**src/source/pe_array_pkg.sv**
```systemverilog
/*
  MAC array geometry, parameter register field positions and the array-side types.
  Import this package into any block that decodes acc_params or drives the mux controls.
*/
`default_nettype none

package pe_array_pkg;

  // array geometry
  localparam int PE_ROWS = 5;
  localparam int PE_COLS = 5;

  // valid cycles needed to fill the MAC pipeline
  localparam int MAC_PIPE_DEPTH = 2;

  // acc_params field positions
  localparam int PARAM_R_LSB    = 0;
  localparam int PARAM_S_LSB    = 4;
  localparam int PARAM_TILE_LSB = 12;

  // acc_params control bits
  localparam int PARAM_RESET_BIT = 29;
  localparam int PARAM_START_BIT = 30;
  localparam int PARAM_VALID_BIT = 31;

  // filter height, filter width or tile size
  typedef logic [3:0] dim_t;

  // add enables for one row, column 0 first
  typedef logic [0:PE_COLS-1] add_mux_row_t;

  typedef logic [3:0] row_mux_t;
  typedef logic [2:0] psum_mux_t;

  // cycle count within one run, holds up to 15 x 15
  typedef logic [7:0] run_count_t;

endpackage

`default_nettype wire

```
**src/source/pe_mem_pkg.sv**
```systemverilog
/*
  Bus word and address types, burst sizing and the memory control and status bit map.
  Shared by the fetch path, the status register and the top level.
*/
`default_nettype none

package pe_mem_pkg;

  typedef logic [31:0] word_t;
  typedef logic [31:0] addr_t;

  // burst shape on the memory master
  localparam int BURST_LEN     = 16;
  localparam int BURST_BYTES   = BURST_LEN * $bits(word_t) / 8;
  localparam int WEIGHT_BURSTS = 1;
  localparam int INPUT_BURSTS  = 2;

  // mem_ctrl request bits
  localparam int MEMCTL_BUF_WEIGHTS = 0;
  localparam int MEMCTL_BUF_INPUTS  = 3;

  // pe_status bit map, flags low and errors in the upper half
  localparam int STAT_WEIGHTS_OK = 0;
  localparam int STAT_INPUTS_OK  = 1;
  localparam int STAT_COMPUTED   = 2;
  localparam int STAT_WEIGHT_ERR = 16;
  localparam int STAT_INPUT_ERR  = 17;

  // read address while no burst is pending
  localparam addr_t IDLE_ADDR = 32'h40000000;

endpackage

`default_nettype wire

```
**src/source/fetch_sequencer.sv**
```systemverilog
/*
  Turns weight and input buffer requests from mem_ctrl into read bursts on the memory
  master handshake, and strobes the returned beats into the external buffers.
*/
`timescale 1ns/1ps
`default_nettype none

module fetch_sequencer import pe_mem_pkg::*; (
  input  wire         CLK,
  input  wire         RESETN,
  input  wire word_t  mem_ctrl,
  input  wire addr_t  weight_base_addr,
  input  wire addr_t  input_base_addr,
  input  wire word_t  rd_data,
  input  wire         rd_beat,
  input  wire         txn_done,
  input  wire         axi_error,
  output logic        init_rd_txn,
  output addr_t       rd_addr,
  output logic        weight_buf_wr,
  output logic        act_buf_wr,
  output word_t       buf_wr_data,
  output logic        weights_buffered,
  output logic        inputs_buffered,
  output logic        weight_err,
  output logic        input_err
);

  typedef enum logic [1:0] {
    FETCH_IDLE,
    FETCH_ISSUE,
    FETCH_WAIT,
    FETCH_ACCOUNT
  } fetch_state_t;

  fetch_state_t state;
  logic         weight_req_q;
  logic         input_req_q;
  logic         weight_rise;
  logic         input_rise;
  logic         weight_pend;
  logic         input_pend;
  logic         cur_input;
  logic [1:0]   burst_cnt;
  addr_t        addr_off;
  logic         last_burst;
  logic         mid_request;
  logic         have_work;
  logic         pick_input;
  logic         busy;

  assign weight_rise = mem_ctrl[MEMCTL_BUF_WEIGHTS] & ~weight_req_q;
  assign input_rise  = mem_ctrl[MEMCTL_BUF_INPUTS] & ~input_req_q;

  assign last_burst = cur_input ? (burst_cnt == 2'(INPUT_BURSTS - 1))
                                : (burst_cnt == 2'(WEIGHT_BURSTS - 1));

  // a request with bursts left keeps the master, otherwise weights win
  assign mid_request = (burst_cnt != '0);
  assign have_work   = mid_request || weight_pend || input_pend;
  assign pick_input  = mid_request ? cur_input : ~weight_pend;

  // beats only belong to us between issue and txn_done
  assign busy          = (state == FETCH_ISSUE) || (state == FETCH_WAIT);
  assign weight_buf_wr = rd_beat & busy & ~cur_input;
  assign act_buf_wr    = rd_beat & busy & cur_input;
  assign buf_wr_data   = rd_data;

  always_ff @(posedge CLK) begin
    if (!RESETN) begin
      state            <= FETCH_IDLE;
      weight_req_q     <= 1'b0;
      input_req_q      <= 1'b0;
      weight_pend      <= 1'b0;
      input_pend       <= 1'b0;
      cur_input        <= 1'b0;
      burst_cnt        <= '0;
      addr_off         <= '0;
      init_rd_txn      <= 1'b0;
      rd_addr          <= IDLE_ADDR;
      weights_buffered <= 1'b0;
      inputs_buffered  <= 1'b0;
      weight_err       <= 1'b0;
      input_err        <= 1'b0;
    end else begin
      weight_req_q <= mem_ctrl[MEMCTL_BUF_WEIGHTS];
      input_req_q  <= mem_ctrl[MEMCTL_BUF_INPUTS];
      init_rd_txn  <= 1'b0;

      case (state)
        FETCH_IDLE: begin
          if (weight_pend || input_pend) begin
            state <= FETCH_ACCOUNT;
          end
        end
        FETCH_ACCOUNT: begin
          if (have_work) begin
            cur_input   <= pick_input;
            rd_addr     <= (pick_input ? input_base_addr : weight_base_addr) + addr_off;
            init_rd_txn <= 1'b1;
            state       <= FETCH_ISSUE;
            // request leaves the queue once its first burst goes out
            if (!mid_request) begin
              if (pick_input) begin
                input_pend <= 1'b0;
              end else begin
                weight_pend <= 1'b0;
              end
            end
          end else begin
            rd_addr <= IDLE_ADDR;
            state   <= FETCH_IDLE;
          end
        end
        FETCH_ISSUE: begin
          state <= FETCH_WAIT;
        end
        FETCH_WAIT: begin
          if (txn_done) begin
            state <= FETCH_ACCOUNT;
            if (last_burst) begin
              burst_cnt <= '0;
              addr_off  <= '0;
            end else begin
              burst_cnt <= burst_cnt + 2'd1;
              addr_off  <= addr_off + addr_t'(BURST_BYTES);
            end
            if (cur_input) begin
              input_err <= input_err | axi_error;
              if (last_burst) begin
                inputs_buffered <= 1'b1;
              end
            end else begin
              weight_err <= weight_err | axi_error;
              if (last_burst) begin
                weights_buffered <= 1'b1;
              end
            end
          end
        end
        default: begin
          state <= FETCH_IDLE;
        end
      endcase

      // new requests, placed last so they win over the clears above
      if (weight_rise) begin
        weight_pend      <= 1'b1;
        weights_buffered <= 1'b0;
        weight_err       <= 1'b0;
      end
      if (input_rise) begin
        input_pend      <= 1'b1;
        inputs_buffered <= 1'b0;
        input_err       <= 1'b0;
      end
    end
  end

endmodule

`default_nettype wire

```
**src/source/mac_sequencer.sv**
```systemverilog
/*
  Decodes acc_params into the MAC array mux controls and sequences one array run:
  priming, counted compute, stall on missing activations, then the output drain strobes.
*/
`timescale 1ns/1ps
`default_nettype none

module mac_sequencer import pe_array_pkg::*, pe_mem_pkg::*; (
  input  wire          CLK,
  input  wire          RESETN,
  input  wire word_t   acc_params,
  input  wire          act_valid,
  output logic         mac_resetn,
  output logic         stall,
  output logic         out_wr,
  output logic         computed,
  output add_mux_row_t add_mux_ctrl [PE_ROWS],
  output row_mux_t     row_out_mux_ctrl [PE_ROWS],
  output psum_mux_t    psum_out_mux_ctrl
);

  typedef enum logic [1:0] {
    MAC_IDLE,
    MAC_PRIME,
    MAC_COMPUTE,
    MAC_DRAIN
  } mac_state_t;

  dim_t       param_r;
  dim_t       param_s;
  dim_t       param_tile;
  logic       param_reset;
  logic       param_start;
  logic       param_valid;
  logic       resetn_all;
  logic       start_q;
  logic       start_rise;
  mac_state_t state;
  run_count_t run_cnt;
  run_count_t run_len;

  assign param_r     = acc_params[PARAM_R_LSB +: $bits(dim_t)];
  assign param_s     = acc_params[PARAM_S_LSB +: $bits(dim_t)];
  assign param_tile  = acc_params[PARAM_TILE_LSB +: $bits(dim_t)];
  assign param_reset = acc_params[PARAM_RESET_BIT];
  assign param_start = acc_params[PARAM_START_BIT];
  assign param_valid = acc_params[PARAM_VALID_BIT];

  // soft reset takes down the compute side and the array together
  assign resetn_all = RESETN & ~param_reset;
  assign mac_resetn = resetn_all;
  assign start_rise = param_start & ~start_q;

  // stall whenever the array is not fed, never while draining
  assign stall  = (state == MAC_IDLE) ||
                  (((state == MAC_PRIME) || (state == MAC_COMPUTE)) && !act_valid);
  assign out_wr = (state == MAC_DRAIN);

  // compute and drain length, fixed for the whole run
  always_ff @(posedge CLK) begin
    if (state == MAC_IDLE && start_rise) begin
      run_len <= run_count_t'(param_tile) * run_count_t'(param_r);
    end
  end

  always_ff @(posedge CLK) begin
    if (!resetn_all) begin
      for (int r = 0; r < PE_ROWS; r++) begin
        add_mux_ctrl[r]     <= '0;
        row_out_mux_ctrl[r] <= '0;
      end
      psum_out_mux_ctrl <= '0;
    end else if (param_valid) begin
      for (int r = 0; r < PE_ROWS; r++) begin
        // first S columns of the first R rows accumulate
        for (int c = 0; c < PE_COLS; c++) begin
          add_mux_ctrl[r][c] <= (r < int'(param_r)) && (c < int'(param_s));
        end
        row_out_mux_ctrl[r] <= row_mux_t'(param_tile - dim_t'(1));
      end
      psum_out_mux_ctrl <= psum_mux_t'(param_r - dim_t'(1));
    end
  end

  always_ff @(posedge CLK) begin
    if (!resetn_all) begin
      state    <= MAC_IDLE;
      run_cnt  <= '0;
      start_q  <= 1'b0;
      computed <= 1'b0;
    end else begin
      start_q <= param_start;
      case (state)
        MAC_IDLE: begin
          if (start_rise) begin
            run_cnt  <= '0;
            computed <= 1'b0;
            state    <= MAC_PRIME;
          end
        end
        MAC_PRIME: begin
          if (act_valid) begin
            if (run_cnt == run_count_t'(MAC_PIPE_DEPTH - 1)) begin
              run_cnt <= '0;
              // empty tile has nothing to compute or drain
              if (run_len == '0) begin
                computed <= 1'b1;
                state    <= MAC_IDLE;
              end else begin
                state <= MAC_COMPUTE;
              end
            end else begin
              run_cnt <= run_cnt + run_count_t'(1);
            end
          end
        end
        MAC_COMPUTE: begin
          if (act_valid) begin
            if (run_cnt == run_len - run_count_t'(1)) begin
              run_cnt <= '0;
              state   <= MAC_DRAIN;
            end else begin
              run_cnt <= run_cnt + run_count_t'(1);
            end
          end
        end
        MAC_DRAIN: begin
          if (run_cnt == run_len - run_count_t'(1)) begin
            run_cnt  <= '0;
            computed <= 1'b1;
            state    <= MAC_IDLE;
          end else begin
            run_cnt <= run_cnt + run_count_t'(1);
          end
        end
        default: begin
          state <= MAC_IDLE;
        end
      endcase
    end
  end

endmodule

`default_nettype wire

```
**src/source/pe_status_reg.sv**
```systemverilog
/*
  Registers the fetch and compute flags into the pe_status word read by the host.
*/
`timescale 1ns/1ps
`default_nettype none

module pe_status_reg import pe_mem_pkg::*; (
  input  wire   CLK,
  input  wire   RESETN,
  input  wire   weights_buffered,
  input  wire   inputs_buffered,
  input  wire   computed,
  input  wire   weight_err,
  input  wire   input_err,
  output word_t pe_status
);

  word_t status_next;

  // unused bits read back as zero
  always_comb begin
    status_next                  = '0;
    status_next[STAT_WEIGHTS_OK] = weights_buffered;
    status_next[STAT_INPUTS_OK]  = inputs_buffered;
    status_next[STAT_COMPUTED]   = computed;
    status_next[STAT_WEIGHT_ERR] = weight_err;
    status_next[STAT_INPUT_ERR]  = input_err;
  end

  always_ff @(posedge CLK) begin
    if (!RESETN) begin
      pe_status <= '0;
    end else begin
      pe_status <= status_next;
    end
  end

endmodule

`default_nettype wire

```
**src/source/pe_control_unit.sv**
```systemverilog
/*
  PE control unit top level. Connects the fetch path, the compute path and the status
  register to the host registers, the memory master and the MAC array.
*/
`timescale 1ns/1ps
`default_nettype none

module pe_control_unit import pe_array_pkg::*, pe_mem_pkg::*; (
  input  wire               CLK,
  input  wire               RESETN,
  // host registers
  input  wire word_t        acc_params,
  input  wire word_t        mem_ctrl,
  input  wire addr_t        weight_base_addr,
  input  wire addr_t        input_base_addr,
  output wire word_t        pe_status,
  // memory master
  output wire               init_rd_txn,
  output wire addr_t        rd_addr,
  input  wire word_t        rd_data,
  input  wire               rd_beat,
  input  wire               txn_done,
  input  wire               axi_error,
  // external weight and activation buffers
  output wire               weight_buf_wr,
  output wire               act_buf_wr,
  output wire word_t        buf_wr_data,
  // MAC array
  input  wire               act_valid,
  output wire               mac_resetn,
  output wire               stall,
  output wire               out_wr,
  output wire add_mux_row_t add_mux_ctrl [PE_ROWS],
  output wire row_mux_t     row_out_mux_ctrl [PE_ROWS],
  output wire psum_mux_t    psum_out_mux_ctrl
);

  wire weights_buffered;
  wire inputs_buffered;
  wire weight_err;
  wire input_err;
  wire computed;

  fetch_sequencer u_fetch (
    .CLK              (CLK),
    .RESETN           (RESETN),
    .mem_ctrl         (mem_ctrl),
    .weight_base_addr (weight_base_addr),
    .input_base_addr  (input_base_addr),
    .rd_data          (rd_data),
    .rd_beat          (rd_beat),
    .txn_done         (txn_done),
    .axi_error        (axi_error),
    .init_rd_txn      (init_rd_txn),
    .rd_addr          (rd_addr),
    .weight_buf_wr    (weight_buf_wr),
    .act_buf_wr       (act_buf_wr),
    .buf_wr_data      (buf_wr_data),
    .weights_buffered (weights_buffered),
    .inputs_buffered  (inputs_buffered),
    .weight_err       (weight_err),
    .input_err        (input_err)
  );

  mac_sequencer u_mac (
    .CLK               (CLK),
    .RESETN            (RESETN),
    .acc_params        (acc_params),
    .act_valid         (act_valid),
    .mac_resetn        (mac_resetn),
    .stall             (stall),
    .out_wr            (out_wr),
    .computed          (computed),
    .add_mux_ctrl      (add_mux_ctrl),
    .row_out_mux_ctrl  (row_out_mux_ctrl),
    .psum_out_mux_ctrl (psum_out_mux_ctrl)
  );

  pe_status_reg u_status (
    .CLK              (CLK),
    .RESETN           (RESETN),
    .weights_buffered (weights_buffered),
    .inputs_buffered  (inputs_buffered),
    .computed         (computed),
    .weight_err       (weight_err),
    .input_err        (input_err),
    .pe_status        (pe_status)
  );

endmodule

`default_nettype wire

```
**config.mk**
```make
export PLATFORM = sky130hd
export DESIGN_NAME = pe_control_unit
export DESIGN_NICKNAME = d
export VERILOG_FILES = /design/src/source/pe_array_pkg.sv /design/src/source/pe_mem_pkg.sv /design/src/source/fetch_sequencer.sv /design/src/source/mac_sequencer.sv /design/src/source/pe_status_reg.sv /design/src/source/pe_control_unit.sv
export SDC_FILE = /design/constraint.sdc
export NUM_CORES = 1
export LEC_CHECK = 0
export BUFFER_PORTS_ARGS = -buffer_cell sky130_fd_sc_hd__buf_4
export CAP_MARGIN = 30
export CORE_MARGIN = 3
export CORE_UTILIZATION = 34
export CTS_CLUSTER_SIZE = 8
export DETAILED_ROUTE_END_ITERATION = 6
export GPL_TIMING_DRIVEN = 0
export REMOVE_ABC_BUFFERS = 1
export SYNTH_ARGS = -nofsm -noshare
export SYNTH_HDL_FRONTEND = slang
export SYNTH_SLANG_ARGS = --single-unit
```
**constraint.sdc**
```tcl
create_clock -name CLK -period 8.5 [get_ports CLK]
set_input_delay 1.7 -clock CLK [delete_from_list [all_inputs] [get_ports CLK]]
set_output_delay 1.7 -clock CLK [all_outputs]
set_load 0.05 [all_outputs]
```
# Word level (Yosys, flattened, before mapping)
# Index checks and enable logic that the tools add are counted.
# classes
add_sub_neg	7
n_mul	1
n_div	0
magnitude_cmp	10
eq_ne	21
shift	0
n_mux	41
n_bitwise	16
n_reduce_logical	60
# op_table
op	n
two-way mux 32 bit	3
two-way mux 8 bit	5
adder 32 bit	1
adder 32 x 7 -> 32 bit (second input constant)	1
case mux 8 bit (4 select lines)	1
logical AND 1 bit	27
two-way mux 2 bit	10
two-way mux 1 bit	19
< comparator 1 x 4 -> 1 bit (first input constant)	4
< comparator 2 x 4 -> 1 bit (first input constant)	4
case mux 2 bit (4 select lines)	2
AND reduction 4 bit	4
!= test 2 x 1 -> 1 bit (second input constant)	6
!= test 2 bit (second input constant)	6
AND reduction 6 bit	2
nonzero test 2 bit	6
AND reduction 3 bit	3
adder 8 x 1 -> 8 bit (second input constant)	1
equality test 2 bit (second input constant)	4
equality test 8 x 1 -> 1 bit (second input constant)	1
equality test 8 bit	1
logical NOT 8 bit	1
< comparator 3 x 4 -> 1 bit (first input constant)	2
multiplier 4 x 4 -> 8 bit	1
other kinds (15)	41
# totals
reg_bits	162
latch_bits	0
ramBits	0
rom_bits	0
output_inout_bits	150
mem_count	0

# Longest topological paths before layout
# Gate-level depths: netlist of run 1.
# depth
depth_word	7
mapped_depth	16
mapped_depth_nobuf	14

# Modules after synthesis
# Synthesis of run 1 repeated with hierarchy kept, for this count alone.
# hier_totals
hier_cells	1001
hier_area_um2	8393.0
# modules_own_cells
mod	instances	cells_per_inst	area_per_inst_um2	seq_area_each_um2
fetch_sequencer	1	581	4828.4	1441.4
mac_sequencer	1	382	3226.8	1121.1
pe_status_reg	1	38	337.8	100.1

# Worst setup path after synthesis of run 1
# Ideal clock, no wire load.
# synth_path
kind	input-to-output
from	input acc_params[29]
to	output mac_resetn
t_arrival_ps	2388
required_time_ps	6800
path_slack_ps	4412
path_stages	3
n_path_buf	1
cell_sequence	nand2b_1 -> clkbuf_1 -> inv_1
# synth_between
elab_chain_cells	2
# synth_lines
item	line_no	source
start, declared	pe_control_unit.sv:12	input wire word_t acc_params,
NOT 1 bit	mac_sequencer.sv:50	assign resetn_all = RESETN & ~param_reset;
AND 1 bit	mac_sequencer.sv:50	
end, declared	pe_control_unit.sv:30	output wire mac_resetn,
# No other way between the ends.

# Worst setup path in the final report of run 1
# layout_path
from	register u_fetch.burst_cnt[0]
to	register u_fetch.rd_addr[30]
# layout_between
elab_chain_cells	5
# layout_lines
item	line_no	source
start, declared	fetch_sequencer.sv:44	logic [1:0] burst_cnt;
start signal, assigned	fetch_sequencer.sv:125	burst_cnt <= burst_cnt + 2'd1;
nonzero test 2 bit *	fetch_sequencer.sv:59	assign mid_request = (burst_cnt != '0);
two-way mux 1 bit	fetch_sequencer.sv:61	assign pick_input = mid_request ? cur_input : ~weight_pend;
two-way mux 32 bit	fetch_sequencer.sv:99	rd_addr <= (pick_input ? input_base_addr : weight_base_addr) + addr_off;
adder 32 bit	fetch_sequencer.sv:99	
two-way mux 32 bit *	fetch_sequencer.sv:97	if (have_work) begin
end signal, assigned	fetch_sequencer.sv:99	
end, declared	fetch_sequencer.sv:19	output addr_t rd_addr,
# Mark *: on every way between the ends. The rest lies on a longest branch, timed or not.
# A chain may end at the register's enable or synchronous reset.

==> summary by stage, run 1 <==
Status
The run finished with clean final reports.

Critical path
STA classifies the critical path startpoint as a register. The path type of the worst setup path is register to register. The delay of the slowest cell on the worst path is between 0.7 and 0.8 ns. The critical path buffer and inverter count is 1. Of all nets on the critical path, the largest fanout is 35. The dominant delay contributor by cell family on the critical path is compound AO/OA/AOI/OAI gates. The type of element capturing the critical path is a register. The slowest stage of the critical path is the sky130_fd_sc_hd__nand2_2 cell.

STA puts the critical path data required time at approximately 8.8 ns. The critical path data arrival time is 5.16 ns. The critical path goes through inv_1 -> ha_1 -> nand2b_1 -> nand2_2 -> mux2_2 -> ha_1 -> a21oi_1 -> o21ai_0 -> o41ai_1 -> o21ai_1 -> a2111oi_0 -> o21ai_1 -> xnor2_1 -> a21oi_1.

Detailed routing
The via count normalized by instance count is roughly 4.8. Before antenna repair, the detailed router went through 4 iterations. After detailed routing, the average wire length per cell comes to between 15 and 20 µm. The detailed router placed roughly 6700 vias in this run.

The iteration-0 DRC count of the detailed router is between 300 and 400. The count of nets left with antenna violations after detail routing is 0. The total DRC errors in the routed layout is 0.

The routed design has roughly 22 mm of wire.

Clock network
Clock-pin slew was measured on the worst setup and hold paths at roughly 0.060 ns. The H-tree was split into 4 levels. Post-CTS timing repair inserted 0 buffers for setup. The TritonCTS buffer count is 17. For the worst-skew pair, the clock arrives at the later sink with an insertion delay of 0.41 ns. For this design, the sink count on the clock tree is around 130. The maximum number of buffers from clock root to sink is 2. TritonCTS built the clock tree. Gates resized during post-CTS repair numbered 0. Buffers inserted to repair hold after CTS numbered 0. Clock tree synthesis selected as its root buffer the cell sky130_fd_sc_hd__clkbuf_16.

GRT
The met1 usage in global routing is around 23%. Entering global routing, the biggest net connects 53 pins. The via count of the first global-routing pass is about 6300. The layer with the highest usage after global routing is met2. In the global route stage, overall resource usage came out at 16.5%. The first global-routing pass estimated about 34 mm of wire. The initial antenna violation count is 0. The total grt overflow is 0.

The met3 track utilization from global routing is 8.12%. The global routing met2 resource utilization is between 20% and 30%.

Floorplanning
The floorplan step defined a die boundary enclosing 25900 µm². The die height is between 150 and 200 µm. The total area inside the core boundary comes to approximately 24000 µm². In this run the core area contains 56 standard-cell rows.

From left edge to right edge, the die measures roughly 160 µm. The starting utilization of the core area is around a third. The top-level I/O count is 316.

Job
The tool flagged a number of max-cap violations equal to 0.

Logic synthesis
After synthesis, the share of flip-flops with an asynchronous set or reset is 0%. Yosys mapped a number of flops with a built-in enable equal to 8. For this run, the register share of the synthesized area comes to approximately a third.

In this run the mean area of a mapped cell was 8.52 µm². The cell area after technology mapping is between 8000 and 9000 µm². By area the synthesized netlist is led by sky130_fd_sc_hd__dfxtp_1 (30%), sky130_fd_sc_hd__ha_1 (9.5%), sky130_fd_sc_hd__buf_4 (6.9%).

The register bit total from synthesis is 129. The share of the synthesized area in the top cell type is between 20% and 30%. During synthesis, Yosys emitted a total of 0 warnings. The dominant cell type by area after synthesis is sky130_fd_sc_hd__dfxtp_1. The most used flip-flop cell after synthesis is sky130_fd_sc_hd__dfxtp_1.

Synthesis handed over a netlist of between 900 and 1000 instances. The synthesized netlist contains 63 unique library cells.

Finish
The flip-flop and latch area is around 2700 µm². The largest registers in the layout are u_fetch.rd_addr (32), u_fetch.addr_off (26), u_mac.add_mux_ctrl (25). The multi-input gate area in the final layout is roughly 4800 µm².

The flip-flop count of the largest register, all copies and words added is 32. The growth of design area from synthesis to finish is 22.5%. The finished layout holds about 1400 standard cells, fillers aside. After the last flow step, the layout net total stands at approximately 1300.

Fill cells in the final layout number 2390. The final cell utilization of the core is approximately 42%. The register with the most flip-flops in the final layout is u_fetch.rd_addr.

The fraction of final layout cells sized beyond drive strength 1 is a little under a quarter. The cell area after layout is 9980 µm². The number of inserted diodes is 0.

Placed design
The congestion estimate from routability-driven global placement came to ~0.87. After legalization and detailed placement, the total HPWL measured ~17 mm. The placed instance count is between 1000 and 1500.

The instance area after placement is between 9000 and 10000 µm². The count of input and output buffers is about 180.

STA
The ratio of final minimum period to clock period is between 50% and 60%. Static timing analysis puts the maximum clock frequency at 0.206 GHz. The post-route clock skew is between 0.01 and 0.015 ns. The actual transition at the worst max-transition pin is 0.944 ns. The total negative slack for setup checks is 0 ns. Headroom to the max-slew limit came out at 36.9%.

The final max-slew violation count is 0. Setup violations remaining at the end of the flow were counted as 0. The shortest clock period the worst path allows after layout is just under 5 ns. Setup repair after global routing left no endpoint under its margin.

The final hold violation count is 0.

Power and ir drop
The analysis attributes to cell leakage a power of between 4 and 5 nW. The power density over the cells is 192 nW/µm². IR analysis of the VDD net gives a maximum drop of between 0.1 and 0.15 mV.

Min path
The path class of the tightest hold or removal check is register to register.
[tightest hold or removal path: stages, from the launching register on]
cell	delay (ns)
sky130_fd_sc_hd__dfxtp_1	0.33
sky130_fd_sc_hd__nand2_1	0.05
sky130_fd_sc_hd__o21ai_0	0.05
[power by group]
part	leakage (nW)	internal [W]	switching, W
Sequential	1.06	0.000643	0.0000226
Clock	0.306	0.000505	0.000290
Combinational	3.08	0.000169	0.000283
[kinds of logic after synthesis]
family / count (synthesis) / share of synthesized area, %
xor gates and xnor gates: 66 / 7.10
muxes: 34 / 4.58
other: 1 / 0.0460
AOI/OAI and AO/OA: 198 / 15.3
and+or+nand+nor: 319 / 19.5
DFF: 129 / 32.7
adders and majority gates: 66 / 10.5
buffers and inverters: 143 / 10.3
[layout make-up]
class	count	area share, %
Clock inverter	13	1.97
Multi-Input combinational cell	711	47.7
Tap cell	319	4.00
Clock buffer	19	4.44
Timing Repair Buffer	180	13.9
Sequential cell	129	26.7
Inverter	35	1.32
[metal layers]
layer  wire (µm)  share of wire, %  vias up
met2        8640                40      209
met1       10300                48     3068
li1            -                 -     3424
met3        2240                10       20
met5         116              0.54        -
met4         213              0.99        4
[cell usage in the layout (no fill, tap or decap), types with 27 or more instances in the layout]
master	instances
sky130_fd_sc_hd__xor2_1	35
sky130_fd_sc_hd__ha_1	62
sky130_fd_sc_hd__nor2_1	97
sky130_fd_sc_hd__inv_1	35
sky130_fd_sc_hd__nand2_1	63
sky130_fd_sc_hd__o21ai_0	46
sky130_fd_sc_hd__buf_4	177
sky130_fd_sc_hd__conb_1	28
sky130_fd_sc_hd__nor2b_1	27
sky130_fd_sc_hd__nand3_1	31
sky130_fd_sc_hd__a21oi_1	65
sky130_fd_sc_hd__dfxtp_1	121
sky130_fd_sc_hd__xnor2_1	31
[through the flow]
stage	worst slack, ns	power (W)	hold WS (ns)
after floorplan	3.89	0.000990	0.428
after global placement	3.22	0.00112	0.436
after detailed placement	3.65	0.00113	0.443
after CTS	3.61	0.00194	0.459
after global routing	3.08	0.00201	0.483
final	3.64	0.00191	0.455
[Yosys cell counts, drive strengths merged, types with 11 or more instances]
master,number
ha,62
xor2,35
xnor2,31
dfxtp,121
clkbuf,28
nand2,64
o21ai,50
nand2b,17
a211oi,13
nor2b,28
mux2,26
nor3,14
nand3,31
a21o,16
nor2,97
and2,25
buf,80
inv,35
a21oi,66
and3,11
[worst paths after layout]
kind	start	to	slack (ns)	depth (start not counted)
min	u_fetch.rd_addr[7]$_SDFFE_PN0P_	u_fetch.rd_addr[7]$_SDFFE_PN0P_	0.46	2
min reg2reg	u_fetch.rd_addr[7]$_SDFFE_PN0P_	u_fetch.rd_addr[7]$_SDFFE_PN0P_	0.46	2
max	u_fetch.burst_cnt[0]$_SDFFE_PN0P_	u_fetch.rd_addr[30]$_SDFFE_PN1P_	3.64	14
max reg2reg	u_fetch.burst_cnt[0]$_SDFFE_PN0P_	u_fetch.rd_addr[30]$_SDFFE_PN1P_	3.64	14
Power figures use the tool's default switching activity.
==> run 2, diff against run 1 <==
==> constraint.sdc (replaced) <==
create_clock -name CLK -period 4.95 [get_ports CLK]
set_input_delay 0.99 -clock CLK [delete_from_list [all_inputs] [get_ports CLK]]
set_output_delay 0.99 -clock CLK [all_outputs]
set_load 0.05 [all_outputs]
==> run 2 against run 1 <==
Against the previous run:
- clock skew about the same
- global-route usage stayed put
- setup slack lost 3.1 ns
- non-clock buffer count did not move
==> summary by stage, run 2 (synthesis gave the netlist of run 1 again) <==
Detailed routing
The detailed-router iteration count before antenna repair is 4. In the routed layout, each cell is associated on average with a via count of 4.79. The detailed-route wire length per cell is 15.3 µm.

The detailed router finished its first iteration with between 300 and 400 violations. In the routed design, unresolved DRC markers number 0. The total number of vias is around 6700.

Once detail routing completed, the nets flagged for antenna violations numbered 0. Summed over all layers, the routed wires come to ~22 mm.

Finish
The post-route netlist has about a quarter of its cells at a drive strength greater than 1. The number of inserted diodes is 0. The final cell utilization of the core is a little over two fifths. The register with the most flip-flops is u_fetch.rd_addr. The growth of design area from synthesis to finish is 22.7%. Once layout is done, the placed cells without fillers occupy about 10000 µm².

The largest registers in the layout are u_fetch.rd_addr (32), u_fetch.addr_off (26), u_mac.add_mux_ctrl (25). The most common library cell in the layout ignoring fill and taps is sky130_fd_sc_hd__buf_4. In the layout the commonest cells are sky130_fd_sc_hd__buf_4 (177), sky130_fd_sc_hd__dfxtp_1 (121), sky130_fd_sc_hd__nor2_1 (97). The flip-flop count of the largest register, all copies and words added is 32.

Fill cells in the final layout number about 2400. The final net count is 1306.

Critical path
The terminus of the critical flop-to-flop path is u_fetch.rd_addr[30]$_SDFFE_PN1P_. The worst reg2reg path depth is 14. In this run the worst setup path terminates at u_fetch.rd_addr[30]$_SDFFE_PN1P_. The type of element capturing the critical path is a register. The endpoint required time on the critical path is between 5 and 6 ns.

In this run the critical register-to-register path is launched from u_fetch.burst_cnt[0]$_SDFFE_PN0P_. The path type of the worst setup path is register to register. The signal on the critical path passes through inv_1 -> ha_1 -> nand2b_1 -> nand2_8 -> mux2_2 -> ha_1 -> a21oi_1 -> o21ai_0 -> o41ai_1 -> o21ai_1 -> a2111oi_1 -> o21ai_1 -> xnor2_1 -> a21oi_1. The cell with the biggest individual delay on the critical path is sky130_fd_sc_hd__a2111oi_1. Data on the critical path arrives at its endpoint at between 4 and 5 ns.

For flop-to-flop paths, the worst setup slack is approximately 0.55 ns. On the worst path, the slowest cell contributes a delay of ~0.64 ns. The worst setup path is launched from a register. Along the worst path, the maximum fanout reaches 35.

The critical path startpoint is u_fetch.burst_cnt[0]$_SDFFE_PN0P_.

STA
Derived from the worst setup path, the maximum achievable clock frequency is 0.227 GHz. The final max-slew violation count is 0. Summed over all failing endpoints, the final setup total negative slack is 0 ns. Hold timing on the final database bottoms out at a slack of approximately 0.45 ns. In this run the tightest slew margin relative to its limit is 46.7%.

The number of failing setup endpoints in the final timing report is 0. Setup repair after global routing left no endpoint under its margin. The actual transition at the worst max-transition pin is 0.798 ns. The shortest clock period the worst path allows after layout is 4.40 ns.

The final hold violation count is 0. Between clock sinks in the finished design, the worst skew comes to 0.0112 ns. Setup slack closes at approximately 0.55 ns. Dividing the final minimum period by the clock period gives between 80% and 90%.

GRT
The total grt overflow is 0. The first global-routing pass estimated ~34 mm of wire. The via count of the first global-routing pass is roughly 6300. The initial antenna violation count came to 0. Entering global routing, the biggest net connects 53 pins. The global-route usage over all layers is between 15 and 20%.

Floorplanning
The core footprint is 23500 µm². During I/O placement, the number of pins put on the boundary was ~320. The overall die area is 25900 µm². The floorplan step set the die width to approximately 160 µm.

The starting utilization of the core area is between 30% and 40%. The row count is between 50 and 60. The die height is approximately 160 µm.

Power and ir drop
The maximum vdd ir drop is between 0.15 and 0.2 mV. The leakage power is approximately 4.5 nW. In this run the power density over the cells is 329 nW/µm².

Clock network
No sink is reached through more buffers than the 2 on the longest clock path. The later-pin clock latency in the skew report is 0.41 ns. Post-CTS repair changed the size of 0 cells.

For this design, the sink count on the clock tree is around 130. In this run the clock root is driven by a sky130_fd_sc_hd__clkbuf_16. The number of buffers inserted by hold repair at cts is 0.

The H-tree generated during clock tree synthesis spans 4 levels. The clock slew seen by the registers of the worst setup and hold paths is approximately 0.060 ns. The clock tree from TritonCTS is built. The post-CTS setup repair buffer count is 0. The TritonCTS buffer count is 17.

Placed design
Input and output buffers added on the ports amount to 177. The instance area after placement is 9340 µm². The total half-perimeter wirelength after legalization and detailed placement is ~17 mm. At the end of routability-driven placement, the weighted congestion stood at 0.867.

Before CTS, the worst setup slack after placement is approximately 0.098 ns.

Min path
The worst hold path belongs to the class register to register.

Status
The run finished with clean final reports.

Job
The count of max-cap constraint violations is 0.
## run 2: cell count changes in the layout (fill, tap and decap cells not counted)
cell                        previous run  this run
sky130_fd_sc_hd__a2111oi_0             1         0
sky130_fd_sc_hd__a2111oi_1             0         1
sky130_fd_sc_hd__nand2_2               1         0
sky130_fd_sc_hd__nand2_8               0         1
## run 2: power breakdown
part | internal (W) | leakage, nW | switching (W)
sequential | 0.00110 | 1.06 | 0.0000388
combinational | 0.000290 | 3.08 | 0.000487
clock | 0.000868 | 0.306 | 0.000500
total | 0.00226 | 4.45 | 0.00103
## run 2: routing by layer
layer,part of all wire (%),GRT usage [%],vias to the layer above
met5,0.54,3.79,-
met2,40,22.9,212
met4,0.63,3.68,4
met3,10,8.12,14
li1,-,-,3423
met1,48,22.7,3078
## run 2: per-stage QoR
step	total power, W	std cells
CTS	0.00333	1406
global placement	0.00193	1371
global route	0.00345	1406
floorplan	0.00170	875
finish	0.00329	1406
detailed placement	0.00195	1374
## run 2: worst min path at each step
| stage | start | to | cells past startpoint |
|---|---|---|---|
| 5_1_grt | u_mac.computed$_SDFFE_PN0P_ | u_status.pe_status[2]$_SDFF_PN0_ | 1 |
| 3_5_place_dp | u_fetch.weight_err$_SDFFE_PP0P_ | u_status.pe_status[16]$_SDFF_PN0_ | 1 |
| 6_report | u_fetch.inputs_buffered$_SDFFE_PP0P_ | u_status.pe_status[1]$_SDFF_PN0_ | 1 |
| 2_1_floorplan | u_fetch.input_err$_SDFFE_PP0P_ | u_fetch.input_err$_SDFFE_PP0P_ | 2 |
| 3_3_place_gp | u_fetch.rd_addr[7]$_SDFFE_PN0P_ | u_fetch.rd_addr[7]$_SDFFE_PN0P_ | 2 |
| 4_1_cts | u_fetch.weight_err$_SDFFE_PP0P_ | u_status.pe_status[16]$_SDFF_PN0_ | 1 |
## run 2: worst max-delay path, delay by kind of cell (launching register included)
kind,cells,cell delay (ns)
adders and majority gates,2,0.59
buffers and inverters,1,0.06
and+or+nand+nor,2,0.61
muxes,1,0.42
DFF,1,0.37
xor gates and xnor gates,1,0.20
AOI/OAI and AO/OA,7,2.03
## run 2: final cells by class
class | count | area [µm²] | area share, %
Multi-Input combinational cell | 711 | 4780 | 47.8
Clock buffer | 19 | 443 | 4.43
Tap cell | 319 | 399 | 3.99
Clock inverter | 13 | 196 | 1.97
Timing Repair Buffer | 180 | 1390 | 13.9
Sequential cell | 129 | 2660 | 26.6
Inverter | 35 | 131 | 1.31
==> run 3, diff against run 2 <==
--- a/config.mk
+++ b/config.mk
@@ -7,7 +7,6 @@
 export LEC_CHECK = 0
 export BUFFER_PORTS_ARGS = -buffer_cell sky130_fd_sc_hd__buf_4
 export CAP_MARGIN = 30
-export CORE_MARGIN = 3
 export CORE_UTILIZATION = 34
 export CTS_CLUSTER_SIZE = 8
 export DETAILED_ROUTE_END_ITERATION = 6
==> run 3 against run 2 <==
Against the previous run:
- register-to-register slack got worse by 0.09 ns
- flip-flop and latch count unchanged
- maximum frequency decreased by 2.0%
- first-iteration DRC count decreased by 21%
- clock power decreased by 11%
- wire length decreased by 1.9%
- die area decreased by 4.9%
==> summary by stage, run 3 (synthesis gave the netlist of run 1 again) <==
Status
The run finished with clean final reports.

Clock network
At the later pin of the worst-skew pair, clock insertion delay measures 0.41 ns. The clock slew seen by the registers of the worst setup and hold paths is approximately 0.06 ns. The TritonCTS buffer count is 17. The count of clock tree sinks is 129. The clock tree from TritonCTS is built. The clock passes through at most 2 buffers. The library cell used as clock root buffer is sky130_fd_sc_hd__clkbuf_16. The CTS H-tree depth is 4.

Detailed routing
The detailed-router iteration count before antenna repair is 4. In the final routed layout, each cell accounts on average for around 15 µm. The amount of wire on met3 after detailed routing is 2.31 mm. The via count normalized by instance count is a little under 5. The highest signal layer in the routed design is met5. The count of nets left with antenna violations after detail routing is 0.

After the first detailed-routing iteration, the DRC count stood at a little under 300. The routed length on met1 is 9.99 mm. The total DRC errors in the routed layout is 0. After detailed routing, the met2 layer carries ~8.5 mm of wire.

Summed over all layers, the routed wires come to roughly 21 mm. For this block, the via count after detailed routing is around 6800.

GRT
The global-route wire length before repair is 33.0 mm. Entering global routing, the biggest net connects between 50 and 60 pins. The total grt overflow is 0. The initial antenna violation count was 0. The via count of the first global-routing pass is around 6200.

Global routing used between 10% and 20% of the available tracks across all layers.

Power and ir drop
The power density over the cells is 316 nW/µm². Of the total power, combinational logic draws 24.8%. Net switching is ~34% of the power. In this run the static leakage power is approximately 4.4 nW. The power share of the clock group is 38.8%. The sequential fraction of design power is between 30% and 40%. IR analysis of the VDD net gives a maximum drop of approximately 0.19 mV.

In this run the power spent charging and discharging nets is ~0.0011 W. The internal portion of the total power is around 0.0021 W.

Floorplanning
The die height is approximately 160 µm. The initialized floorplan defines 56 standard-cell rows. From left edge to right edge, the die measures ~160 µm. The top-level I/O count is about 320. The starting utilization of the core area is approximately a third.

The overall die area is roughly 25000 µm². The region available for standard cell placement spans between 20000 and 25000 µm².

Finish
The final cell utilization of the core is a little over two fifths. The growth of design area from synthesis to finish is 21.7%. The largest registers in the layout are u_fetch.rd_addr (32), u_fetch.addr_off (26), u_mac.add_mux_ctrl (25).

Of the cells placed in the final design, the portion with a size suffix greater than 1 is about a quarter. The final net count is 1306. The number of inserted diodes is 0.

The most common library cell in the layout ignoring fill and taps is sky130_fd_sc_hd__buf_4. The register with the most flip-flops is u_fetch.rd_addr. The flip-flop count of the largest register, all copies and words added is 32.

Leaving out fill and tap cells, the most frequent cells in the layout are sky130_fd_sc_hd__buf_4 (177), sky130_fd_sc_hd__dfxtp_1 (121), sky130_fd_sc_hd__nor2_1 (97).

Critical path
The critical path data arrival time is between 4 and 5 ns. In this run the worst path has a maximum fanout of 35. The endpoint required time on the critical path is roughly 5.3 ns. The type of element capturing the critical path is a register. The kind of start point of the critical path is a register. The path type of the worst setup path is register to register.

Job
The count of max-cap constraint violations is 0.

STA
Measured against its own limit, the worst slew margin works out to between 40% and 50%. The post-route clock skew is ~0.0043 ns. Setup violations remaining at the end of the flow were counted as 0.

Setup repair after global routing left no endpoint under its margin. The final max-slew violation count is 0. The ratio of final minimum period to clock period is around nine tenths. Setup slack closes at 0.455 ns. The final hold violation count is 0. The shortest clock period the worst path allows after layout is about 4.5 ns.

At the pin with the least slew margin, the transition time is about 0.84 ns. The highest attainable clock frequency is roughly 0.22 GHz.

Placed design
Before CTS, the worst setup slack after placement is around 0.26 ns. At the end of routability-driven placement, the weighted congestion stood at 0.855. The HPWL after detailed placement is approximately 16 mm. Buffers placed on the I/O ports in this run total ~180.

Min path
The worst min-delay path class is register to register.
==> run 3: power by group through the flow <==
stage | sequential, W | clock, W | combinational [W]
after detailed placement | 0.00117 | 0 | 0.000783
after global routing | 0.00115 | 0.00130 | 0.000852
after CTS | 0.00114 | 0.00125 | 0.000786
after global placement | 0.00117 | 0 | 0.000768
final | 0.00114 | 0.00122 | 0.000777
after floorplan | 0.00128 | 0 | 0.000418
==> run 3: worst paths after layout <==
| path | endpoint | from | slack (ns) | depth (start not counted) |
|---|---|---|---|---|
| worst max-delay path | u_fetch.rd_addr[30]$_SDFFE_PN1P_ | u_fetch.burst_cnt[0]$_SDFFE_PN0P_ | 0.45 | 14 |
| worst min-delay path | u_fetch.rd_addr[2]$_SDFFE_PN0P_ | u_fetch.rd_addr[2]$_SDFFE_PN0P_ | 0.45 | 2 |
| worst max register to register | u_fetch.rd_addr[30]$_SDFFE_PN1P_ | u_fetch.burst_cnt[0]$_SDFFE_PN0P_ | 0.45 | 14 |
| worst min register to register | u_fetch.rd_addr[2]$_SDFFE_PN0P_ | u_fetch.rd_addr[2]$_SDFFE_PN0P_ | 0.45 | 2 |
==> run 3: layout make-up <==
| class | instances | area [µm²] |
|---|---|---|
| Fill cell | 2350 | 13600 |
| Multi-Input combinational cell | 711 | 4770 |
| Sequential cell | 129 | 2660 |
| Timing Repair Buffer | 180 | 1390 |
| Clock buffer | 17 | 425 |
| Tap cell | 319 | 399 |
| Clock inverter | 15 | 141 |
| Inverter | 35 | 131 |
==> run 3: metal layers <==
metal	vias to the layer above	global-route usage [%]
met1	3081	22.7
met4	4	4.34
met3	21	9.11
li1	3426	-
met5	-	3.31
met2	249	24.8
==> run 3: critical path: stages, from the launching register on <==
cell and delay (ns):
sky130_fd_sc_hd__dfxtp_1 0.38, sky130_fd_sc_hd__inv_1 0.06, sky130_fd_sc_hd__ha_1 0.25, sky130_fd_sc_hd__nand2b_1 0.25
sky130_fd_sc_hd__nand2_4 0.46, sky130_fd_sc_hd__mux2_2 0.45, sky130_fd_sc_hd__ha_1 0.34, sky130_fd_sc_hd__a21oi_1 0.19
sky130_fd_sc_hd__o21ai_0 0.13, sky130_fd_sc_hd__o41ai_1 0.41, sky130_fd_sc_hd__o21ai_1 0.30, sky130_fd_sc_hd__a2111oi_0 0.71
sky130_fd_sc_hd__o21ai_1 0.18, sky130_fd_sc_hd__xnor2_1 0.19, sky130_fd_sc_hd__a21oi_1 0.08
==> run 3: stage by stage <==
step                TNS, ns  instances  hold slack, ns  power (W)  instance area (µm²)
global placement     -0.304       1371           0.437    0.00193                 9270
detailed placement        0       1374           0.444    0.00195                 9340
global route              0       1406           0.478    0.00330                 9910
floorplan                 0        875           0.428    0.00170                 7540
finish                    0       1406           0.452    0.00314                 9910
CTS                       0       1406           0.459    0.00318                 9910
==> run 3: repair_timing <==
item                       CTS  global route
hold buffers                 0             0
buffers inserted             0             0
setup endpoints to repair    0             1
gates resized for setup      0             1
